$ cat config.mk
export PLATFORM = sky130hd
export DESIGN_NAME = instr_fetch_top
export DESIGN_NICKNAME = d
export VERILOG_FILES = /design/src/verilog/fetch_bus_pkg.sv /design/src/verilog/fetch_ctrl_pkg.sv /design/src/verilog/pc_select.sv /design/src/verilog/fetch_requester.sv /design/src/verilog/fetch_fifo.sv /design/src/verilog/if_id_register.sv /design/src/verilog/instr_fetch_top.sv
export SDC_FILE = /design/constraint.sdc
export NUM_CORES = 1
export LEC_CHECK = 0
export BUFFER_PORTS_ARGS = -buffer_cell sky130_fd_sc_hd__buf_2
export CORE_MARGIN = 1.5
export CORE_UTILIZATION = 25
export CTS_BUF_LIST = sky130_fd_sc_hd__clkbuf_4 sky130_fd_sc_hd__clkbuf_8
export DETAILED_ROUTE_END_ITERATION = 8
export PLACE_DENSITY_LB_ADDON = 0.25
export SLEW_MARGIN = 15
export SYNTH_ARGS = -nofsm -noshare
export SYNTH_HDL_FRONTEND = slang
export SYNTH_SLANG_ARGS = --single-unit
$ cat constraint.sdc
create_clock -name clk_i -period 7.4 [get_ports clk_i]
set_clock_uncertainty 0.1 [all_clocks]
set_input_delay 0.37 -clock clk_i [delete_from_list [all_inputs] [get_ports clk_i]]
set_output_delay 0.37 -clock clk_i [all_outputs]
set_load 0.05 [all_outputs]
$ cat src/verilog/fetch_bus_pkg.sv
////////////////////
// fetch bus types
// address, instruction word and prefetch count widths
////////////////////

package fetch_bus_pkg;

  // byte address on the instruction bus
  typedef logic [31:0] addr_t;

  // one 32-bit instruction word
  typedef logic [31:0] instr_t;

  // occupancy and free slots of the prefetch buffer
  // three bits cover depths up to 7
  typedef logic [2:0] fifo_cnt_t;

  ////////////////////
  // constants
  ////////////////////

  // low byte of the boot fetch address
  // the boot region itself is 256-byte aligned
  localparam logic [7:0] BootOffset = 8'h80;

  // sequential pc step, no compressed instructions
  localparam addr_t WordBytes = 32'd4;

endpackage

$ cat src/verilog/fetch_ctrl_pkg.sv
////////////////////
// fetch control types
// redirect select encodings and the vectored interrupt cause
////////////////////

package fetch_ctrl_pkg;

  ////////////////////
  // redirect select
  ////////////////////

  // source of the next fetch address on a redirect
  typedef enum logic [2:0] {
    PC_BOOT = 3'd0,
    PC_JUMP = 3'd1,
    PC_EXC  = 3'd2,
    PC_ERET = 3'd3,
    PC_DRET = 3'd4
  } pc_sel_e;

  // which vector PC_EXC resolves to
  typedef enum logic [1:0] {
    EXC_PC_EXC = 2'd0,
    EXC_PC_IRQ = 2'd1,
    EXC_PC_DBG = 2'd2
  } exc_pc_sel_e;

  ////////////////////
  // cause fields
  ////////////////////

  // interrupt number, selects the slot in a vectored mtvec table
  typedef logic [4:0] irq_cause_t;

endpackage

$ cat src/verilog/pc_select.sv
////////////////////
// redirect target select
// builds exception vectors and picks the next fetch address
////////////////////

`timescale 1ns/1ps

module pc_select import fetch_bus_pkg::*; import fetch_ctrl_pkg::*; #(
  parameter addr_t DmHaltAddr = 32'h1A11_0800
) (
  input  logic        clk_i,
  input  logic        rst_ni,
  input  logic        pc_set_i,
  input  pc_sel_e     pc_mux_i,
  input  exc_pc_sel_e exc_pc_mux_i,
  input  irq_cause_t  irq_cause_i,
  input  addr_t       boot_addr_i,
  input  addr_t       branch_target_i,
  input  addr_t       csr_mepc_i,
  input  addr_t       csr_depc_i,
  input  addr_t       csr_mtvec_i,
  output logic        branch_o,
  output addr_t       branch_addr_o,
  output logic        csr_mtvec_init_o
);

  addr_t exc_pc;

  // exception vector mux
  // vectored irqs land at base + 4 * cause
  always_comb begin
    unique case (exc_pc_mux_i)
      EXC_PC_EXC: exc_pc = {csr_mtvec_i[31:8], 8'h00};
      EXC_PC_IRQ: exc_pc = {csr_mtvec_i[31:8], 1'b0, irq_cause_i, 2'b00};
      EXC_PC_DBG: exc_pc = DmHaltAddr;
      default:    exc_pc = {csr_mtvec_i[31:8], 8'h00};
    endcase
  end

  // redirect target mux
  // all targets word aligned, low two bits dropped
  always_comb begin
    unique case (pc_mux_i)
      PC_BOOT: branch_addr_o = {boot_addr_i[31:8], BootOffset};
      PC_JUMP: branch_addr_o = {branch_target_i[31:2], 2'b00};
      PC_EXC:  branch_addr_o = exc_pc;
      PC_ERET: branch_addr_o = {csr_mepc_i[31:2], 2'b00};
      PC_DRET: branch_addr_o = {csr_depc_i[31:2], 2'b00};
      default: branch_addr_o = {boot_addr_i[31:8], BootOffset};
    endcase
  end

  // strobe passes straight on to the fetch datapath
  assign branch_o = pc_set_i;

  // csr file inits mtvec on the boot redirect
  assign csr_mtvec_init_o = pc_set_i & (pc_mux_i == PC_BOOT);

  ////////////////////
  // assertions
  ////////////////////

  // boot region must be 256-byte aligned for the fixed offset
  boot_addr_aligned_a : assert property (@(posedge clk_i) disable iff (!rst_ni)
    boot_addr_i[7:0] == 8'h00);

  // selects must be driven whenever a redirect is requested
  sel_known_a : assert property (@(posedge clk_i) disable iff (!rst_ni)
    pc_set_i |-> !$isunknown({pc_mux_i, exc_pc_mux_i}));

endmodule

$ cat src/verilog/fetch_requester.sv
////////////////////
// instruction bus requester
// issues word fetches and drops responses of a stale stream
////////////////////

`timescale 1ns/1ps

module fetch_requester import fetch_bus_pkg::*; #(
  parameter int FifoDepth = 2
) (
  input  logic      clk_i,
  input  logic      rst_ni,
  input  logic      branch_i,
  input  addr_t     branch_addr_i,
  input  fifo_cnt_t free_i,
  input  logic      instr_gnt_i,
  input  logic      instr_rvalid_i,
  output logic      instr_req_o,
  output addr_t     instr_addr_o,
  output logic      push_o,
  output addr_t     push_addr_o,
  output logic      busy_o
);

  logic      started_q;
  addr_t     fetch_addr_q;
  addr_t     resp_addr_q;
  fifo_cnt_t outst_q, outst_d;
  fifo_cnt_t discard_q, discard_d;
  logic      gnt_acc;
  logic      live_rvalid;

  // no fetching before the first redirect
  // hold off new requests until stale responses are drained
  // outstanding below free slots keeps the buffer from overflowing
  assign instr_req_o  = started_q & (discard_q == '0) & (outst_q < free_i);
  assign instr_addr_o = fetch_addr_q;

  assign gnt_acc     = instr_req_o & instr_gnt_i;
  assign live_rvalid = instr_rvalid_i & (discard_q == '0);

  // a response in the redirect cycle is old stream, buffer is flushed anyway
  assign push_o      = live_rvalid & ~branch_i;
  assign push_addr_o = resp_addr_q;

  assign busy_o = (outst_q != '0) | (discard_q != '0);

  ////////////////////
  // response counters
  ////////////////////

  always_comb begin
    outst_d   = outst_q + fifo_cnt_t'(gnt_acc) - fifo_cnt_t'(live_rvalid);
    discard_d = discard_q - fifo_cnt_t'(instr_rvalid_i & (discard_q != '0));
    if (branch_i) begin
      // everything in flight now belongs to the old stream
      // a grant in this cycle is still for the old address
      outst_d   = '0;
      discard_d = discard_q + outst_q + fifo_cnt_t'(gnt_acc) - fifo_cnt_t'(instr_rvalid_i);
    end
  end

  always_ff @(posedge clk_i or negedge rst_ni) begin
    if (!rst_ni) begin
      started_q <= 1'b0;
      outst_q   <= '0;
      discard_q <= '0;
    end else begin
      started_q <= started_q | branch_i;
      outst_q   <= outst_d;
      discard_q <= discard_d;
    end
  end

  // request address and address of the oldest live response
  always_ff @(posedge clk_i) begin
    if (branch_i) begin
      fetch_addr_q <= branch_addr_i;
      resp_addr_q  <= branch_addr_i;
    end else begin
      if (gnt_acc) begin
        fetch_addr_q <= fetch_addr_q + WordBytes;
      end
      if (push_o) begin
        resp_addr_q <= resp_addr_q + WordBytes;
      end
    end
  end

  ////////////////////
  // assertions
  ////////////////////

  req_addr_ok_a : assert property (@(posedge clk_i) disable iff (!rst_ni)
    instr_req_o |-> !$isunknown(instr_addr_o) && (instr_addr_o[1:0] == 2'b00));

  // the bus answers only what was granted
  no_stray_rvalid_a : assert property (@(posedge clk_i) disable iff (!rst_ni)
    instr_rvalid_i |-> busy_o);

  // words in flight never exceed what the buffer can take
  in_flight_bound_a : assert property (@(posedge clk_i) disable iff (!rst_ni)
    (int'(outst_q) + int'(discard_q)) <= FifoDepth);

endmodule

$ cat src/verilog/fetch_fifo.sv
////////////////////
// prefetch buffer
// circular store of fetched words with address and error flag
////////////////////

`timescale 1ns/1ps

module fetch_fifo import fetch_bus_pkg::*; #(
  parameter int FifoDepth = 2
) (
  input  logic      clk_i,
  input  logic      rst_ni,
  input  logic      flush_i,
  input  logic      push_i,
  input  addr_t     push_addr_i,
  input  instr_t    push_rdata_i,
  input  logic      push_err_i,
  input  logic      ready_i,
  output fifo_cnt_t free_o,
  output logic      valid_o,
  output instr_t    rdata_o,
  output addr_t     addr_o,
  output logic      err_o
);

  localparam int PtrW = (FifoDepth > 1) ? $clog2(FifoDepth) : 1;
  localparam logic [PtrW-1:0] LastPtr = PtrW'(FifoDepth - 1);

  instr_t          rdata_mem [FifoDepth];
  addr_t           addr_mem  [FifoDepth];
  logic            err_mem   [FifoDepth];
  logic [PtrW-1:0] wr_ptr_q;
  logic [PtrW-1:0] rd_ptr_q;
  fifo_cnt_t       count_q;
  logic            pop;

  assign valid_o = (count_q != '0);
  assign pop     = valid_o & ready_i;

  // head entry
  assign rdata_o = rdata_mem[rd_ptr_q];
  assign addr_o  = addr_mem[rd_ptr_q];
  assign err_o   = err_mem[rd_ptr_q];

  // slot read this cycle counts as free
  assign free_o = fifo_cnt_t'(FifoDepth) - count_q + fifo_cnt_t'(pop);

  ////////////////////
  // pointers and count
  ////////////////////

  always_ff @(posedge clk_i or negedge rst_ni) begin
    if (!rst_ni) begin
      wr_ptr_q <= '0;
      rd_ptr_q <= '0;
      count_q  <= '0;
    end else if (flush_i) begin
      // redirect drops every buffered word
      wr_ptr_q <= '0;
      rd_ptr_q <= '0;
      count_q  <= '0;
    end else begin
      if (push_i) begin
        wr_ptr_q <= (wr_ptr_q == LastPtr) ? '0 : wr_ptr_q + 1'b1;
      end
      if (pop) begin
        rd_ptr_q <= (rd_ptr_q == LastPtr) ? '0 : rd_ptr_q + 1'b1;
      end
      count_q <= count_q + fifo_cnt_t'(push_i) - fifo_cnt_t'(pop);
    end
  end

  // storage
  always_ff @(posedge clk_i) begin
    if (push_i) begin
      rdata_mem[wr_ptr_q] <= push_rdata_i;
      addr_mem[wr_ptr_q]  <= push_addr_i;
      err_mem[wr_ptr_q]   <= push_err_i;
    end
  end

  // requester throttling must keep a slot open for every response
  no_push_full_a : assert property (@(posedge clk_i) disable iff (!rst_ni)
    push_i |-> (int'(count_q) < FifoDepth));

endmodule

$ cat src/verilog/if_id_register.sv
////////////////////
// output register to decode
// valid/ready stage with sequential pc check
////////////////////

`timescale 1ns/1ps

module if_id_register import fetch_bus_pkg::*; (
  input  logic   clk_i,
  input  logic   rst_ni,
  input  logic   branch_i,
  input  logic   valid_i,
  input  instr_t rdata_i,
  input  addr_t  addr_i,
  input  logic   err_i,
  input  logic   instr_ready_i,
  output logic   ready_o,
  output logic   instr_valid_o,
  output instr_t instr_rdata_o,
  output addr_t  instr_pc_o,
  output logic   instr_fetch_err_o,
  output logic   pc_mismatch_alert_o
);

  logic load;
  logic seq_q, seq_d;

  // take a word when empty or when decode drains us this cycle
  assign ready_o = ~instr_valid_o | instr_ready_i;
  assign load    = valid_i & ready_o;

  always_ff @(posedge clk_i or negedge rst_ni) begin
    if (!rst_ni) begin
      instr_valid_o <= 1'b0;
    end else if (branch_i) begin
      // squash whatever is in flight towards decode
      instr_valid_o <= 1'b0;
    end else if (ready_o) begin
      instr_valid_o <= valid_i;
    end
  end

  // payload, held while decode stalls
  always_ff @(posedge clk_i) begin
    if (load) begin
      instr_rdata_o     <= rdata_i;
      instr_pc_o        <= addr_i;
      instr_fetch_err_o <= err_i;
    end
  end

  ////////////////////
  // pc increment check
  ////////////////////

  // instr_pc_o keeps the last loaded pc
  // no check across a redirect or after a faulting fetch
  assign seq_d = (seq_q | load) & ~branch_i & ~(load & err_i);

  always_ff @(posedge clk_i or negedge rst_ni) begin
    if (!rst_ni) begin
      seq_q <= 1'b0;
    end else begin
      seq_q <= seq_d;
    end
  end

  assign pc_mismatch_alert_o = load & seq_q & (addr_i != instr_pc_o + WordBytes);

endmodule

$ cat src/verilog/instr_fetch_top.sv
////////////////////
// instruction fetch front end
// target select, bus requester, prefetch buffer, decode register
////////////////////

`timescale 1ns/1ps

module instr_fetch_top import fetch_bus_pkg::*; import fetch_ctrl_pkg::*; #(
  parameter addr_t DmHaltAddr = 32'h1A11_0800,
  parameter int    FifoDepth  = 2
) (
  input  logic        clk_i,
  input  logic        rst_ni,
  // redirect control
  input  logic        pc_set_i,
  input  pc_sel_e     pc_mux_i,
  input  exc_pc_sel_e exc_pc_mux_i,
  input  irq_cause_t  irq_cause_i,
  input  addr_t       boot_addr_i,
  input  addr_t       branch_target_i,
  input  addr_t       csr_mepc_i,
  input  addr_t       csr_depc_i,
  input  addr_t       csr_mtvec_i,
  output logic        csr_mtvec_init_o,
  // instruction memory bus
  output logic        instr_req_o,
  output addr_t       instr_addr_o,
  input  logic        instr_gnt_i,
  input  logic        instr_rvalid_i,
  input  instr_t      instr_rdata_i,
  input  logic        instr_err_i,
  // towards decode
  output logic        instr_valid_o,
  output instr_t      instr_rdata_o,
  output addr_t       instr_pc_o,
  output logic        instr_fetch_err_o,
  input  logic        instr_ready_i,
  output logic        pc_mismatch_alert_o,
  output logic        busy_o
);

  logic      branch;
  addr_t     branch_addr;
  logic      push;
  addr_t     push_addr;
  fifo_cnt_t free;
  logic      fifo_valid;
  logic      fifo_ready;
  instr_t    fifo_rdata;
  addr_t     fifo_addr;
  logic      fifo_err;

  pc_select #(
    .DmHaltAddr (DmHaltAddr)
  ) u_pc_select (
    .clk_i            (clk_i),
    .rst_ni           (rst_ni),
    .pc_set_i         (pc_set_i),
    .pc_mux_i         (pc_mux_i),
    .exc_pc_mux_i     (exc_pc_mux_i),
    .irq_cause_i      (irq_cause_i),
    .boot_addr_i      (boot_addr_i),
    .branch_target_i  (branch_target_i),
    .csr_mepc_i       (csr_mepc_i),
    .csr_depc_i       (csr_depc_i),
    .csr_mtvec_i      (csr_mtvec_i),
    .branch_o         (branch),
    .branch_addr_o    (branch_addr),
    .csr_mtvec_init_o (csr_mtvec_init_o)
  );

  fetch_requester #(
    .FifoDepth (FifoDepth)
  ) u_fetch_requester (
    .clk_i          (clk_i),
    .rst_ni         (rst_ni),
    .branch_i       (branch),
    .branch_addr_i  (branch_addr),
    .free_i         (free),
    .instr_gnt_i    (instr_gnt_i),
    .instr_rvalid_i (instr_rvalid_i),
    .instr_req_o    (instr_req_o),
    .instr_addr_o   (instr_addr_o),
    .push_o         (push),
    .push_addr_o    (push_addr),
    .busy_o         (busy_o)
  );

  // bus data and error go straight into the buffer
  fetch_fifo #(
    .FifoDepth (FifoDepth)
  ) u_fetch_fifo (
    .clk_i        (clk_i),
    .rst_ni       (rst_ni),
    .flush_i      (branch),
    .push_i       (push),
    .push_addr_i  (push_addr),
    .push_rdata_i (instr_rdata_i),
    .push_err_i   (instr_err_i),
    .ready_i      (fifo_ready),
    .free_o       (free),
    .valid_o      (fifo_valid),
    .rdata_o      (fifo_rdata),
    .addr_o       (fifo_addr),
    .err_o        (fifo_err)
  );

  if_id_register u_if_id_register (
    .clk_i               (clk_i),
    .rst_ni              (rst_ni),
    .branch_i            (branch),
    .valid_i             (fifo_valid),
    .rdata_i             (fifo_rdata),
    .addr_i              (fifo_addr),
    .err_i               (fifo_err),
    .instr_ready_i       (instr_ready_i),
    .ready_o             (fifo_ready),
    .instr_valid_o       (instr_valid_o),
    .instr_rdata_o       (instr_rdata_o),
    .instr_pc_o          (instr_pc_o),
    .instr_fetch_err_o   (instr_fetch_err_o),
    .pc_mismatch_alert_o (pc_mismatch_alert_o)
  );

endmodule

==> results.tsv <==
metric	value	unit
outcome	completed	
synth-edff-count	249	
place.gp.congestion	0.918	
fin_util	32.1	%
die-area	53800	um2
synth_ff_type	edfxtp_1	
p_per_area	346	nW/um2
rsz0062_at_grt	false	
postCtsResizedCells	0	
synth-compound-area-share	9.96	%
slowest_delay	660	ps
num_vias	9467	
grt_pass1_vias	9624	
cap_viol_max_count	0	
ys_warn_count	0	
nets	1585	
htreeDepth	2	
crit_fanout	40	
io_buffers	284	
arrival	3830	ps
rows	83	
grt-ovfl-total	0	
cp-start-kind	flip-flop	
die-height	232	um
grt_util_all_layers	13.7	%
grt_max_degree	66	
drt-pass1-iter-count	5	
final_layout_size_suffix_gt1_share	32.3	%
synth_top_cell_by_area	edfxtp_1	
peakVddDrop	0.111	mV
start_util	25.4	%
p_leak	6.15	nW
worst_pin_slew	1090	ps
synth_seq_cells	263	
crit_start	u_fetch_fifo.rd_ptr_q$_DFFE_PN0P_	
path_clk_slew	60	ps
route.detailed.drc	0	
rr_startpoint	u_fetch_fifo.count_q[1]$_DFF_PN0_	
seq_area_frac_synth	59.8	%
synth_adder_area_share	2.24	%
hold_viol	0	
cp-end-kind	output pin	
r2r_slack	3670	ps
yosys.cell_count.top_type	edfxtp_1	
ant_nets	0	
drt-total-wl	37300	um
reg2regPathDepth	15	
cts_setup_buffers	0	
clockBufferDepth	3	
fillers	5314	
syn_avg_cell_area	12.8	um2
path_common_cell	a211oi_1	
dp_hpwl	27100	um
tns	0	ps
critPathKind	reg -> out	
post-route-min-period	4300	ps
final-setup-viol-count	0	
period_share	58.1	%
path_cells	buf_4, mux2i_1, inv_1, nor4b_1, a31oi_1, o211a_1, a211oi_1, a211oi_1, buf_2	
insertion_delay	630	ps
placed_area	15200	um2
synthMuxAreaShare	6.07	%
r2r-end	u_fetch_requester.discard_q[2]$_DFF_PN0_	
synth_area	13100	um2
pre_cts_slack	3600	ps
syn2layout_area_growth	26.4	%
fmax	0.233	GHz
die_w	232	um
grt_first_pass_wirelength	56200	um
io_pins	311	
slowest_stage	dfrtp_4	
synth_cell_types	66	
synth_xor_area_share	7.45	%
hold_path_class	in -> async	
clock-sinks	263	
fin_area	16600	um2
cts_made_buffers	49	
vias_per_cell	4.57	
final_max_slew_viol_count	0	
ys_top_cells_by_area	edfxtp_1 (57%), mux2_2 (4.9%), xor2_1 (3.7%)	
synth.top_cells.by_count	edfxtp_1 (249), nor2_1 (77), nand2_1 (60)	
finalWorstSetupSlack	3100	ps
relSlewSlack	27.2	%
synthSimpleGateAreaFrac	11.4	%
drt_iter0_markers	433	
antenna_found_initial	2	
cts_tree	yes	
syn_inst	1026	
synth_top_family_by_area	simple AND/OR/NAND/NOR gates	
wl_per_cell	18.0	um
worstPathRequired	6930	ps
cts_root_buffer	clkbuf_8	
async_flop_share	5.32	%
core_region_area	51500	um2
synth_top_area_share	57.1	%
[worst max-delay path, delay by kind of cell, from the launching register on]
family	cells	cell delay (ps)
compound gates	4	770
mux	1	420
simple gates	1	360
buf+inv	3	970
flops	1	660
[power breakdown]
group	internal (W)	switching, W
Clock	0.000774	0.000643
Sequential	0.00202	0.000261
Combinational	0.000611	0.00141
[logic make-up (layout without fill, tap and decap cells)]
kind of cell               Yosys count  count (layout)
AOI/OAI and AO/OA                  180             180
xor gates and xnor gates           108             108
adders and majority gates           21              21
buffers and inverters               96             457
DFF                                263             263
muxes                               71              71
other                                1               5
and+or+nand+nor                    286             286
[registers in the layout (all words and copies together) (netlist names), 2 cells and up]
register and count:
u_fetch_fifo.err_mem 2, u_if_id_register.instr_pc_o 30, u_if_id_register.instr_rdata_o 32, u_fetch_requester.instr_addr_o 30, u_fetch_requester.push_addr_o 30, u_fetch_requester.discard_q 3
u_fetch_fifo.addr_mem 60, u_fetch_fifo.count_q 3, u_fetch_fifo.rdata_mem 64, u_fetch_requester.outst_q 3
[through the flow]
step	total power (W)	hold slack (ps)	instances
final	0.00572	70.2	2071
after global routing	0.00606	46.3	2071
after CTS	0.00584	4.51	2070
after detailed placement	0.00436	207	1949
after global placement	0.00434	203	1949
after floorplan	0.00378	-25.6	1029
[repair_timing]
action	CTS	global route
endpoints found under the setup margin	0	0
hold buffers	35	0
hold endpoints to repair	81	0
[cells in the final DEF, fill, tap and decap left out, drive strengths merged, types with 33 or more instances in the layout]
cell	Yosys	routed
dlygate4sd3	0	35
nor2	77	77
xor2	55	55
mux2	57	57
a22oi	33	33
nand2	61	61
clkbuf	29	58
edfxtp	249	249
xnor2	51	51
nand3	60	60
inv	42	44
buf	25	294
[metal layers]
| layer | track usage [%] | up-vias | part of all wire [%] |
|---|---|---|---|
| li1 | - | 4516 | - |
| met1 | 16.9 | 4518 | 44 |
| met2 | 23.1 | 364 | 47 |
| met3 | 3.49 | 69 | 6.5 |
| met4 | 4.46 | 0 | 2.8 |
| met5 | 0 | - | 0 |
[final cells by class]
| class | instances | area (um2) | share of cell area, % |
|---|---|---|---|
| antenna | 1 | 2.50 | 0.0151 |
| clock buffer | 58 | 742 | 4.48 |
| clock inverter | 28 | 225 | 1.36 |
| inverter | 42 | 158 | 0.952 |
| multi-input combinational | 670 | 4900 | 29.6 |
| sequential | 263 | 7830 | 47.3 |
| tap | 680 | 851 | 5.14 |
| timing repair buffer | 329 | 1850 | 11.2 |
[worst max path at each step]
stage | cells after the start | endpoint | slack, ps
3_5_place_dp | 9 | pc_mismatch_alert_o | 3600
3_3_place_gp | 10 | pc_mismatch_alert_o | 3560
6_report | 9 | pc_mismatch_alert_o | 3100
2_1_floorplan | 15 | u_fetch_requester.discard_q[2]$_DFF_PN0_ | 410
4_1_cts | 9 | pc_mismatch_alert_o | 2870
5_1_grt | 9 | pc_mismatch_alert_o | 2720
(Power assumes the default switching activity.)
